`src/source/dzReceive_cfg.svh`:
```
/*
 * DZ receive configuration
 * Line count, silo capacity and silo alarm threshold
 */

`ifndef DZ_RECEIVE_CFG_SVH
`define DZ_RECEIVE_CFG_SVH

// Eight asynchronous lines per multiplexer
`define DZ_LINES       8
// Silo capacity in characters
`define DZ_SILO_DEPTH  64
// Stores before the silo alarm fires
`define DZ_ALARM_COUNT 16

`endif

```
`src/source/dzLinePkg.sv`:
```
/*
 * DZ line side types
 * Line number, received character and receive error flags
 */

`include "dzReceive_cfg.svh"

package dzLinePkg;

   // Number of one line, wide enough for every line
   typedef logic [$clog2(`DZ_LINES)-1:0] lineIndex;

   // One received character
   typedef logic [7:0] rxChar;

   // Receive errors reported by the line
   typedef struct packed
   {
      logic frameErr;
      logic parityErr;
   } rxErrors;

endpackage

```
`src/source/dzRegPkg.sv`:
```
/*
 * DZ host register types
 * Silo entry layout and the receiver buffer word seen by the host
 */

package dzRegPkg;
   import dzLinePkg::*;

   // One stored character, 15 bits
   typedef struct packed
   {
      logic     overrun;
      logic     frameErr;
      logic     parityErr;
      // Always zero
      logic     reserved;
      lineIndex line;
      rxChar    data;
   } siloEntry;

   // Receiver buffer word, data valid on top
   typedef struct packed
   {
      logic     dataValid;
      siloEntry entry;
   } rbufWord;

endpackage

```
`src/source/dzReceiver.sv`:
```
/*
 * DZ receiver
 * Eight line receivers, the line scanner and the shared receive silo
 */

`timescale 1ns/1ns

`include "dzReceive_cfg.svh"

module dzReceiver
   import dzLinePkg::*;
   import dzRegPkg::*;
(
   input  logic                 clk,
   input  logic                 rst,
   input  logic                 clr,
   input  logic                 masterEnable,
   input  logic                 alarmEnable,
   input  logic [`DZ_LINES-1:0] rxStrobe,
   input  rxChar                rxData [`DZ_LINES],
   input  rxErrors              rxErrs [`DZ_LINES],
   input  logic                 rbufRead,
   output logic                 rdone,
   output logic                 siloAlarm,
   output rbufWord              regRbuf
);

   // Per-line state
   logic [`DZ_LINES-1:0] lineFull;
   logic [`DZ_LINES-1:0] lineOvr;
   logic [`DZ_LINES-1:0] lineClr;
   rxChar                lineData [`DZ_LINES];
   rxErrors              lineErrs [`DZ_LINES];

   // Scanned line
   lineIndex             scanLine;
   logic                 scanFull;
   rxChar                scanData;
   rxErrors              scanErrs;
   logic                 scanOvr;

   // One holding register per line
   for (genvar i = 0; i < `DZ_LINES; i++)
   begin : g_line
      lineReceiver i_lineReceiver (
         .clk      (clk),
         .rst      (rst),
         .rxStrobe (rxStrobe[i]),
         .rxData   (rxData[i]),
         .rxErrs   (rxErrs[i]),
         .clear    (lineClr[i]),
         .full     (lineFull[i]),
         .data     (lineData[i]),
         .errs     (lineErrs[i]),
         .overrun  (lineOvr[i])
      );
   end

   lineScanner i_lineScanner (
      .clk          (clk),
      .rst          (rst),
      .masterEnable (masterEnable),
      .lineFull     (lineFull),
      .lineData     (lineData),
      .lineErrs     (lineErrs),
      .lineOvr      (lineOvr),
      .scanLine     (scanLine),
      .scanFull     (scanFull),
      .scanData     (scanData),
      .scanErrs     (scanErrs),
      .scanOvr      (scanOvr)
   );

   receiveSilo i_receiveSilo (
      .clk          (clk),
      .rst          (rst),
      .clr          (clr),
      .masterEnable (masterEnable),
      .alarmEnable  (alarmEnable),
      .scanLine     (scanLine),
      .scanFull     (scanFull),
      .scanData     (scanData),
      .scanErrs     (scanErrs),
      .scanOvr      (scanOvr),
      .lineClr      (lineClr),
      .rbufRead     (rbufRead),
      .rdone        (rdone),
      .siloAlarm    (siloAlarm),
      .regRbuf      (regRbuf)
   );

endmodule

```
`src/source/lineReceiver.sv`:
```
/*
 * Line receiver
 * Holds the last character of one line with its error flags,
 * a full flag and a line overrun flag
 */

`timescale 1ns/1ns

module lineReceiver
   import dzLinePkg::*;
(
   input  logic    clk,
   input  logic    rst,
   input  logic    rxStrobe,
   input  rxChar   rxData,
   input  rxErrors rxErrs,
   input  logic    clear,
   output logic    full,
   output rxChar   data,
   output rxErrors errs,
   output logic    overrun
);

   //////////////////////////////
   // Control flags
   //////////////////////////////

   always_ff @(posedge clk)
   begin
      if (rst)
      begin
         full    <= 1'b0;
         overrun <= 1'b0;
      end
      else if (rxStrobe)
      begin
         // New character always lands
         full    <= 1'b1;
         // Overrun only if old one was never taken
         overrun <= clear ? 1'b0 : full;
      end
      else if (clear)
      begin
         full    <= 1'b0;
         overrun <= 1'b0;
      end
   end

   //////////////////////////////
   // Character and errors
   //////////////////////////////

   always_ff @(posedge clk)
   begin
      if (rxStrobe)
      begin
         data <= rxData;
         errs <= rxErrs;
      end
   end

endmodule

```
`src/source/lineScanner.sv`:
```
/*
 * Line scanner
 * Round robin scan counter, presents the scanned line's state
 */

`timescale 1ns/1ns

`include "dzReceive_cfg.svh"

module lineScanner
   import dzLinePkg::*;
(
   input  logic                 clk,
   input  logic                 rst,
   input  logic                 masterEnable,
   input  logic [`DZ_LINES-1:0] lineFull,
   input  rxChar                lineData [`DZ_LINES],
   input  rxErrors              lineErrs [`DZ_LINES],
   input  logic [`DZ_LINES-1:0] lineOvr,
   output lineIndex             scanLine,
   output logic                 scanFull,
   output rxChar                scanData,
   output rxErrors              scanErrs,
   output logic                 scanOvr
);

   // Last line before wrapping
   localparam lineIndex lastLine = lineIndex'(`DZ_LINES - 1);

   // Scan counter, one line per cycle
   always_ff @(posedge clk)
   begin
      if (rst)
         scanLine <= '0;
      else if (masterEnable)
      begin
         if (scanLine == lastLine)
            scanLine <= '0;
         else
            scanLine <= scanLine + 1'b1;
      end
   end

   // Scanned line out to the silo
   assign scanFull = lineFull[scanLine];
   assign scanData = lineData[scanLine];
   assign scanErrs = lineErrs[scanLine];
   assign scanOvr  = lineOvr[scanLine];

endmodule

```
`src/source/receiveSilo.sv`:
```
/*
 * Receive silo
 * Circular buffer shared by all lines. Tracks depth and silo overrun,
 * raises the silo alarm and presents the receiver buffer word
 */

`timescale 1ns/1ns

`include "dzReceive_cfg.svh"

module receiveSilo
   import dzLinePkg::*;
   import dzRegPkg::*;
(
   input  logic                 clk,
   input  logic                 rst,
   input  logic                 clr,
   input  logic                 masterEnable,
   input  logic                 alarmEnable,
   input  lineIndex             scanLine,
   input  logic                 scanFull,
   input  rxChar                scanData,
   input  rxErrors              scanErrs,
   input  logic                 scanOvr,
   output logic [`DZ_LINES-1:0] lineClr,
   input  logic                 rbufRead,
   output logic                 rdone,
   output logic                 siloAlarm,
   output rbufWord              regRbuf
);

   localparam int ptrWidth   = $clog2(`DZ_SILO_DEPTH);
   localparam int depthWidth = $clog2(`DZ_SILO_DEPTH + 1);
   localparam int countWidth = $clog2(`DZ_ALARM_COUNT + 1);

   localparam logic [depthWidth-1:0] siloFull   = depthWidth'(`DZ_SILO_DEPTH);
   localparam logic [countWidth-1:0] alarmLevel = countWidth'(`DZ_ALARM_COUNT);

   // Pointer step with wrap, depth need not be a power of two
   function automatic logic [ptrWidth-1:0] nextPtr(input logic [ptrWidth-1:0] ptr);
      if (ptr == ptrWidth'(`DZ_SILO_DEPTH - 1))
         return '0;
      else
         return ptr + 1'b1;
   endfunction

   logic                  wr;
   logic                  rd;
   logic                  pop;
   logic                  store;
   logic                  drop;
   logic                  empty;
   logic                  full;
   logic [depthWidth-1:0] depth;
   logic [ptrWidth-1:0]   rdPtr;
   logic [ptrWidth-1:0]   wrPtr;
   logic                  siloOvr;
   logic [countWidth-1:0] alarmCount;
   logic                  dataValid;
   siloEntry              newEntry;
   siloEntry              headEntry;
   siloEntry              siloMem [`DZ_SILO_DEPTH];

   //////////////////////////////
   // Capture from the scanner
   //////////////////////////////

   // Scanned line holds a character
   assign wr = scanFull & masterEnable;

   // One-hot clear back to the scanned line
   always_comb
   begin
      lineClr = '0;
      if (wr)
         lineClr[scanLine] = 1'b1;
   end

   // Entry built straight from the scanner outputs
   always_comb
   begin
      newEntry.overrun   = scanOvr | siloOvr;
      newEntry.frameErr  = scanErrs.frameErr;
      newEntry.parityErr = scanErrs.parityErr;
      newEntry.reserved  = 1'b0;
      newEntry.line      = scanLine;
      newEntry.data      = scanData;
   end

   //////////////////////////////
   // Read strobe
   //////////////////////////////

   // Pop on the cycle after the host strobe
   always_ff @(posedge clk)
   begin
      if (rst)
         rd <= 1'b0;
      else
         rd <= rbufRead;
   end

   assign empty = (depth == '0);
   assign full  = (depth == siloFull);
   assign pop   = rd & ~empty;
   // A pop in the same cycle makes room
   assign store = wr & (~full | pop);
   // Character lost, line still cleared
   assign drop  = wr & ~store;

   //////////////////////////////
   // Pointers and depth
   //////////////////////////////

   always_ff @(posedge clk)
   begin
      if (rst || clr)
      begin
         depth <= '0;
         rdPtr <= '0;
         wrPtr <= '0;
      end
      else
      begin
         if (store)
            wrPtr <= nextPtr(wrPtr);
         if (pop)
            rdPtr <= nextPtr(rdPtr);
         case ({store, pop})
            2'b10:   depth <= depth + 1'b1;
            2'b01:   depth <= depth - 1'b1;
            default: depth <= depth;
         endcase
      end
   end

   // Pending silo overrun, handed to the next stored entry
   always_ff @(posedge clk)
   begin
      if (rst || clr)
         siloOvr <= 1'b0;
      else if (drop)
         siloOvr <= 1'b1;
      else if (store)
         siloOvr <= 1'b0;
   end

   //////////////////////////////
   // Storage and head word
   //////////////////////////////

   always_ff @(posedge clk)
   begin
      if (store)
         siloMem[wrPtr] <= newEntry;
      // Head reloaded every cycle
      headEntry <= siloMem[rdPtr];
   end

   // Data valid follows the head register
   // Dropped from the host strobe until the pop has settled
   always_ff @(posedge clk)
   begin
      if (rst || clr)
         dataValid <= 1'b0;
      else if (rbufRead || rd)
         dataValid <= 1'b0;
      else
         dataValid <= ~empty;
   end

   assign rdone   = dataValid;
   assign regRbuf = '{dataValid: dataValid, entry: headEntry};

   //////////////////////////////
   // Silo alarm
   //////////////////////////////

   // Counts stores, not depth; saturates at the alarm level
   always_ff @(posedge clk)
   begin
      if (rst || clr || rd || !alarmEnable)
         alarmCount <= '0;
      else if (store && alarmCount != alarmLevel)
         alarmCount <= alarmCount + 1'b1;
   end

   always_ff @(posedge clk)
   begin
      if (rst || clr || rd || !alarmEnable)
         siloAlarm <= 1'b0;
      else if (alarmCount == alarmLevel)
         siloAlarm <= 1'b1;
   end

endmodule

```
`config.mk`:
```
export PLATFORM = sky130hd
export DESIGN_NAME = dzReceiver
export DESIGN_NICKNAME = d
export VERILOG_FILES = /design/src/source/dzLinePkg.sv /design/src/source/dzRegPkg.sv /design/src/source/dzReceiver.sv /design/src/source/lineReceiver.sv /design/src/source/lineScanner.sv /design/src/source/receiveSilo.sv
export VERILOG_INCLUDE_DIRS = /design/src /design/src/source
export SDC_FILE = /design/constraint.sdc
export NUM_CORES = 1
export LEC_CHECK = 0
export BUFFER_PORTS_ARGS = -buffer_cell sky130_fd_sc_hd__buf_2
export CAP_MARGIN = 10
export CORE_MARGIN = 3
export CORE_UTILIZATION = 60
export CTS_BUF_LIST = sky130_fd_sc_hd__clkbuf_8 sky130_fd_sc_hd__clkbuf_16
export DETAILED_ROUTE_END_ITERATION = 16
export GPL_ROUTABILITY_DRIVEN = 0
export GPL_TIMING_DRIVEN = 0
export MAX_ROUTING_LAYER = met4
export PLACE_DENSITY = 0.88
export REMOVE_ABC_BUFFERS = 1
export SETUP_SLACK_MARGIN = 0.2
export SLEW_MARGIN = 20
export SYNTH_ARGS = -nofsm -noshare
export SYNTH_HDL_FRONTEND = slang
export SYNTH_SLANG_ARGS = --single-unit
```
`constraint.sdc`:
```
create_clock -name clk -period 7.92 [get_ports clk]
set_clock_uncertainty 0.15 [all_clocks]
set_input_delay 1.584 -clock clk [delete_from_list [all_inputs] [get_ports clk]]
set_output_delay 1.584 -clock clk [all_outputs]
set_load 0.01 [all_outputs]
```
==> Flow_metrics.wiki, run 1 <==
{| class="wikitable"
! Metric !! Value
|-
| Met3 Usage GRT || 0.0699
|-
| Outcome || complete, no violations
|-
| Area growth, synth to finish || 13.8%
|-
| Grt total ovfl || 0
|-
| Fraction of synthesized cell area in xor and xnor cells || 0.00330
|-
| Sequential fraction of the synthesis area || 0.766
|-
| Post-Route WL || 103,000 um
|-
| Average footprint of a synthesized cell || 20.3 um2
|-
| Final ANT Viol Nets || 0
|-
| CORE AREA || 65,000 um2
|-
| Global routing usage on met1 || 0.389
|-
| Tightest hold margin || 0.350 ns
|-
| Root cell of the clock tree || sky130_fd_sc_hd__clkbuf_16
|-
| FF+latch area || 30,600 um2
|-
| Library cells used by synthesis || 66
|-
| Power density relative to cell area || 251 nW/um2
|-
| Share of post-route cells with drive strength above 1 || 0.282
|-
| Yosys Warn Count || 0
|-
| Worst Tran Pin Value || 1.16 ns
|-
| Worst path setup slack after routing || 3.48 ns
|-
| Total of fill cells in the finished design || 3,518
|-
| Mux share of post-synthesis cell area || 0.140
|-
| Die Area || 69,500 um2
|-
| Buffers inserted by post-CTS timing repair || 0
|-
| Leakage || 14.3 nW
|-
| Worst setup path category || flip-flop to flip-flop
|-
| Via count of the first global-routing pass || 21,900
|-
| Pin count of the biggest net entering global routing || 77
|-
| Largest family of logic cells by synthesized area || multiplexers
|-
| Net count of the finished layout || 2,232
|-
| Vias per cell || 7.11
|-
| Clock H-tree levels || 3
|-
| Clock period minus worst slack || 4.44 ns
|-
| Synth Flop Type || sky130_fd_sc_hd__edfxtp_1
|-
| Fraction of the mapped netlist area in adder cells || 0.00396
|-
| Row count || 93
|-
| Clock tree sinks || 1,037
|-
| Worst endpoint required time || 8.04 ns
|-
| TritonCTS Buffers || 95
|-
| Total routing resource utilization after global routing || 0.307
|-
| Detail-routed net length per standard cell || 33.7 um
|-
| Global-route wire length before repair || 150,000 um
|-
| Share of async-settable or async-resettable flops after synthesis || 0
|-
| Type of the most critical hold path || flip-flop to flip-flop
|-
| DRC errors left || 0
|-
| Number of DRC markers after the initial detailed-route iteration || 3,270
|-
| Maximum vdd ir drop || 0.000203 V
|-
| Post-synthesis instance area || 39,800 um2
|-
| Sum of net half-perimeters after detailed placement || 61,100 um
|-
| Top achievable clock speed || 225 MHz
|-
| Total of hold buffers inserted after clock tree synthesis || 0
|-
| Largest fanout on the critical path || 76
|-
| Ports placed on the boundary || 112
|-
| Number of buffers added on ports || 110
|-
| Category of the worst setup path capture point || flip-flop
|-
| CTS Buffer Depth || 3
|-
| Synth Area in Compound Gates || 0.0396
|-
| Count of max-cap constraint violations || 0
|-
| Yosys reg bits || 1,037
|-
| Via count of the routed design || 21,800
|-
| TritonCTS clock tree || built
|-
| Setup repair after global routing missed its margin || no
|-
| Setup slack after placement || 3.16 ns
|-
| Launching element type of the critical path || flip-flop
|-
| Overall die width || 264 um
|-
| Clock slew at reported path FFs || 0.06 ns
|-
| Pre-antenna DRT Iters || 7
|-
| Final Setup Violations || 0
|-
| Worst slew margin relative to its limit || 0.227
|-
| Total of cells resized after clock tree synthesis || 0
|-
| Met2 Track Usage GR || 0.491
|-
| Vert. Die Dim || 264 um
|-
| Sum Neg Setup Slack || 0 ns
|-
| Total area of multi-input combinational cells || 8930 um2
|-
| Cells after Synth || 1,967
|-
| Synthesized-area fraction occupied by and/or/nand/nor cells || 0.0323
|-
| Critical Path AT || 4.57 ns
|-
| EDFF count, synth || 976
|-
| Antenna violations before repair || 4
|-
| Starting utilization of the core area || 0.612
|-
| Number of pins exceeding their max-slew limit in the final report || 0
|-
| Commonest cells after routing, fill and taps aside || sky130_fd_sc_hd__edfxtp_1, sky130_fd_sc_hd__mux4_2, sky130_fd_sc_hd__buf_2, sky130_fd_sc_hd__clkbuf_16, sky130_fd_sc_hd__mux2i_1
|-
| Most common library cell in the layout ignoring fill and taps || sky130_fd_sc_hd__edfxtp_1
|-
| Clock latency on the worst-skew pair || 0.67 ns
|-
| Top Usage Layer GRT || met2
|-
| Final cycle utilization of the critical path || 0.561
|-
| Number of hold-slack violations in the final timing report || 0
|}
-- cell families after synthesis --
family | Yosys count
buf+inv | 123
fa+ha+maj | 12
compound gates | 220
other cells | 1
mux | 290
simple gates | 269
flops | 1037
xor+xnor | 15
-- state kept, by name, indices dropped and copies added (netlist names) --
name                           flops
g_line.i_lineReceiver.data        64
g_line.i_lineReceiver.errs        16
g_line.i_lineReceiver.full         8
g_line.i_lineReceiver.overrun      8
i_lineScanner.scanLine             3
i_receiveSilo.alarmCount           5
i_receiveSilo.depth                7
i_receiveSilo.rd                   1
i_receiveSilo.rdPtr                6
i_receiveSilo.rdone                1
i_receiveSilo.regRbuf             14
i_receiveSilo.siloAlarm            1
i_receiveSilo.siloMem            896
i_receiveSilo.siloOvr              1
i_receiveSilo.wrPtr                6
-- synth_stat cells, drive strengths merged, types with 19 or more instances --
master  number  area share
clkbuf      43      0.0041
nand2       49      0.0048
dfxtp       61       0.031
o21ai       19      0.0024
a21oi       34      0.0043
mux2i       72       0.018
nor2       121       0.011
a22oi       68       0.013
buf         71      0.0095
edfxtp     976        0.74
a211oi      20      0.0038
mux4       213        0.12
-- critical path: stages, from the launching register on --
cell                       delay [ns]
sky130_fd_sc_hd__dfxtp_4         0.85
sky130_fd_sc_hd__nand2b_1        0.16
sky130_fd_sc_hd__o32ai_1         0.22
sky130_fd_sc_hd__o21a_2          0.63
sky130_fd_sc_hd__nand2_4         0.14
sky130_fd_sc_hd__or4b_1          0.95
sky130_fd_sc_hd__nor2_2          0.90
-- report_power, final --
group | internal [W] | total (W) | switching (W)
clock network | 0.00263 | 0.00467 | 0.00204
logic | 0.000149 | 0.000508 | 0.000359
registers | 0.00618 | 0.00621 | 0.0000316
total | 0.00896 | 0.0114 | 0.00243
-- worst paths after layout --
kind,cells after the start,to,startpoint,slack [ns]
max,6,i_receiveSilo.siloMem[2][4],i_lineScanner.scanLine[2],3.48
min reg2reg,2,i_receiveSilo.depth[4],i_receiveSilo.depth[4],0.35
max reg2reg,6,i_receiveSilo.siloMem[2][4],i_lineScanner.scanLine[2],3.48
min,2,i_receiveSilo.depth[4],i_receiveSilo.depth[4],0.35
-- layer usage --
layer,part of all wire,vias to the layer above
met1,0.33,10900
met5,0,-
met3,0.12,420
li1,-,8466
met4,0.052,0
met2,0.50,1971
-- metrics by stage --
step                utilization  total power, W  instance area (um2)  cells
floorplan                     -         0.00654                39300   1853
global placement          0.629         0.00675                40900   2818
detailed placement        0.648         0.00682                42200   2884
CTS                       0.697          0.0114                45300   3059
global route              0.697          0.0116                45300   3063
finish                    0.697          0.0114                45300   3063
-- final cells by class --
class                      count  area share
sequential                  1037       0.674
clock inverter                73      0.0141
antenna                        4    0.000221
inverter                       9    0.000745
clock buffer                 102      0.0556
multi-input combinational    807       0.197
timing repair buffer         176      0.0348
tap                          855      0.0236
(Power assumes the default switching activity.)
==> run 2: changes to the inputs <==
- clock period: 7.92 -> 4.2 ns (I/O delays scaled with it)
==> run 2 against run 1 <==
  * Via count about the same
  * Sequential cell count did not move
  * Critical path depth unchanged
  * Critical path type unchanged
  * Critical endpoint is now i_receiveSilo.siloMem[60][13]
  * Largest power group unchanged
==> Flow_metrics.wiki, run 2 (same netlist as run 1, synthesis figures left out) <==
{| class="wikitable"
! Metric !! Value
|-
| Outcome || complete, no violations (unchanged)
|-
| Count of max-cap constraint violations || 0 (unchanged)
|-
| Cell depth of the worst hold path || 1 (was 2)
|-
| Vias per cell || 7.09 (was 7.11)
|-
| Setup repair after global routing missed its margin || yes (was no)
|-
| Clock slew at reported path FFs || 0.07 ns (was 0.06 ns)
|-
| Number of DRC markers after the initial detailed-route iteration || 3,288 (was 3,270)
|-
| Type of the most critical hold path || primary input to flip-flop (was flip-flop to flip-flop)
|-
| Overall die width || 264 um (unchanged)
|-
| Number of buffers added on ports || 110 (unchanged)
|-
| Largest fanout on the critical path || 24 (was 76)
|-
| Design area || 45,500 um2 (was 45,300 um2)
|-
| Global-route wire length before repair || 151,000 um (was 150,000 um)
|-
| Worst Tran Pin Value || 1.08 ns (was 1.16 ns)
|-
| Via count of the routed design || 21,800 (about the same)
|-
| Sum Neg Setup Slack || 0 ns (unchanged)
|-
| Leakage || 14.3 nW (about the same)
|-
| Top achievable clock speed || 247 MHz (was 225 MHz)
|-
| Detail-routed net length per standard cell || 33.8 um (was 33.7 um)
|-
| Global routing usage on met1 || 0.391 (was 0.389)
|-
| Tightest hold margin || 0.193 ns (was 0.350 ns)
|-
| CORE AREA || 65,000 um2 (unchanged)
|-
| TritonCTS Buffers || 95 (unchanged)
|-
| DRC errors left || 0 (unchanged)
|-
| Vert. Die Dim || 264 um (unchanged)
|-
| Share of post-route cells with drive strength above 1 || 0.284 (was 0.282)
|-
| Worst setup path category || flip-flop to flip-flop (unchanged)
|-
| Most common library cell in the layout ignoring fill and taps || sky130_fd_sc_hd__edfxtp_1 (unchanged)
|-
| Critical Path AT || 4.18 ns (was 4.57 ns)
|-
| Maximum vdd ir drop || 0.000387 V (was 0.000203 V)
|-
| Clock period minus worst slack || 4.05 ns (was 4.44 ns)
|-
| Launching element type of the critical path || flip-flop (unchanged)
|-
| Total of fill cells in the finished design || 3,485 (was 3,518)
|-
| Number of hold-slack violations in the final timing report || 0 (unchanged)
|-
| Net count of the finished layout || 2,234 (was 2,232)
|-
| Final cycle utilization of the critical path || 0.965 (was 0.561)
|-
| Top Registers || i_receiveSilo.siloMem x896, g_line.i_lineReceiver.data x64, g_line.i_lineReceiver.errs x16 (unchanged)
|-
| Die Area || 69,500 um2 (unchanged)
|-
| Area growth, synth to finish || 14.3% (was 13.8%)
|-
| Grt total ovfl || 0 (unchanged)
|-
| Met2 Track Usage GR || 0.489 (was 0.491)
|-
| Final Setup Violations || 0 (unchanged)
|-
| Pin count of the biggest net entering global routing || 53 (was 77)
|-
| Sum of net half-perimeters after detailed placement || 61,100 um (unchanged)
|-
| Clock latency on the worst-skew pair || 0.67 ns (about the same)
|-
| Top Usage Layer GRT || met2 (unchanged)
|-
| Post-Route WL || 104,000 um (was 103,000 um)
|-
| Flip-flop count of the largest register after layout || 896 (unchanged)
|-
| Worst slew margin relative to its limit || 0.279 (was 0.227)
|-
| Final ANT Viol Nets || 0 (unchanged)
|-
| Power density relative to cell area || 472 nW/um2 (was 251 nW/um2)
|-
| Starting utilization of the core area || 0.612 (unchanged)
|-
| Total of hold buffers inserted after clock tree synthesis || 0 (unchanged)
|-
| Clock tree sinks || 1,037 (unchanged)
|-
| CTS Buffer Depth || 3 (unchanged)
|-
| Via count of the first global-routing pass || 22,100 (was 21,900)
|-
| Antenna violations before repair || 4 (unchanged)
|-
| Commonest cells after routing, fill and taps aside || sky130_fd_sc_hd__edfxtp_1, sky130_fd_sc_hd__mux4_2, sky130_fd_sc_hd__buf_2, sky130_fd_sc_hd__clkbuf_16, sky130_fd_sc_hd__mux2i_1 (unchanged)
|-
| FF+latch area || 30,600 um2 (unchanged)
|-
| Placement Cell Area || 42,200 um2 (unchanged)
|-
| Met3 Usage GRT || 0.0729 (was 0.0699)
|-
| Number of pins exceeding their max-slew limit in the final report || 0 (unchanged)
|-
| Total area of multi-input combinational cells || 9090 um2 (was 8930 um2)
|-
| Total routing resource utilization after global routing || 0.310 (was 0.307)
|-
| Ports placed on the boundary || 112 (unchanged)
|-
| Pre-antenna DRT Iters || 8 (was 7)
|-
| Worst endpoint required time || 4.33 ns (was 8.04 ns)
|-
| Row count || 93 (unchanged)
|-
| Largest reg by FF count || i_receiveSilo.siloMem (unchanged)
|-
| Clock H-tree levels || 3 (unchanged)
|-
| Root cell of the clock tree || sky130_fd_sc_hd__clkbuf_16 (unchanged)
|-
| Share of the core filled with cells in the final layout || 0.700 (was 0.697)
|-
| Category of the worst setup path capture point || flip-flop (unchanged)
|-
| TritonCTS clock tree || built (unchanged)
|-
| Worst reg-to-reg path cell count || 6 (unchanged)
|}
## run 2: cell types whose count changed in the layout (fill, tap and decap cells not counted), sizes merged
cell and change:
buf +1, diode +1, nor2 +1
## run 2: final cells by class
type	count	area share
Antenna cell	5	0.000275
Clock buffer	102	0.0553
Clock inverter	73	0.0140
Inverter	9	0.000742
Multi-Input combinational cell	808	0.200
Sequential cell	1037	0.671
Tap cell	855	0.0235
Timing Repair Buffer	177	0.0351
## run 2: worst max-delay path, stage by stage (launching register included)
cell and delay, ns:
sky130_fd_sc_hd__dfxtp_4 0.56, sky130_fd_sc_hd__mux2i_1 0.17, sky130_fd_sc_hd__o32ai_1 0.49, sky130_fd_sc_hd__o21a_4 0.45, sky130_fd_sc_hd__nand3_4 0.16, sky130_fd_sc_hd__or3_1 0.76
sky130_fd_sc_hd__nor2_2 0.90
## run 2: repair_timing
| action | 4_1_cts | 5_1_grt |
|---|---|---|
| cloned | 0 | 1 |
| buffers inserted | 1 | 0 |
| resized for setup | 27 | 6 |
| pin swaps | 0 | 1 |
| endpoints found under the setup margin | 727 | 45 |
## run 2: through the flow
| stage | setup WS (ns) | total power (W) | cells |
|---|---|---|---|
| 2_1_floorplan | -7.77 | 0.0123 | 1853 |
| 3_3_place_gp | -14.48 | 0.0127 | 2818 |
| 3_5_place_dp | -0.139 | 0.0129 | 2884 |
| 4_1_cts | 0.300 | 0.0214 | 3060 |
| 5_1_grt | 0.124 | 0.0219 | 3064 |
| 6_report | 0.145 | 0.0215 | 3066 |
## run 2: power breakdown
part	total, W	switching, W	internal, W
registers	0.0117	0.0000588	0.0117
logic	0.000965	0.000683	0.000282
clock network	0.00879	0.00384	0.00496
## run 2: path summary, 6_finish.rpt
check | slack (ns) | from | endpoint
max | 0.15 | i_lineScanner.scanLine[1] | i_receiveSilo.siloMem[60][13]
max reg2reg | 0.15 | i_lineScanner.scanLine[1] | i_receiveSilo.siloMem[60][13]
min | 0.19 | rxErrs[9] | g_line[3].i_lineReceiver.errs[1]
min reg2reg | 0.36 | i_receiveSilo.depth[4] | i_receiveSilo.depth[4]
## run 2: metal layers
layer  vias up  part of all wire
met2      1909              0.49
met1     11000              0.33
met4         0             0.053
li1       8475                 -
met5         -                 0
met3       406              0.12
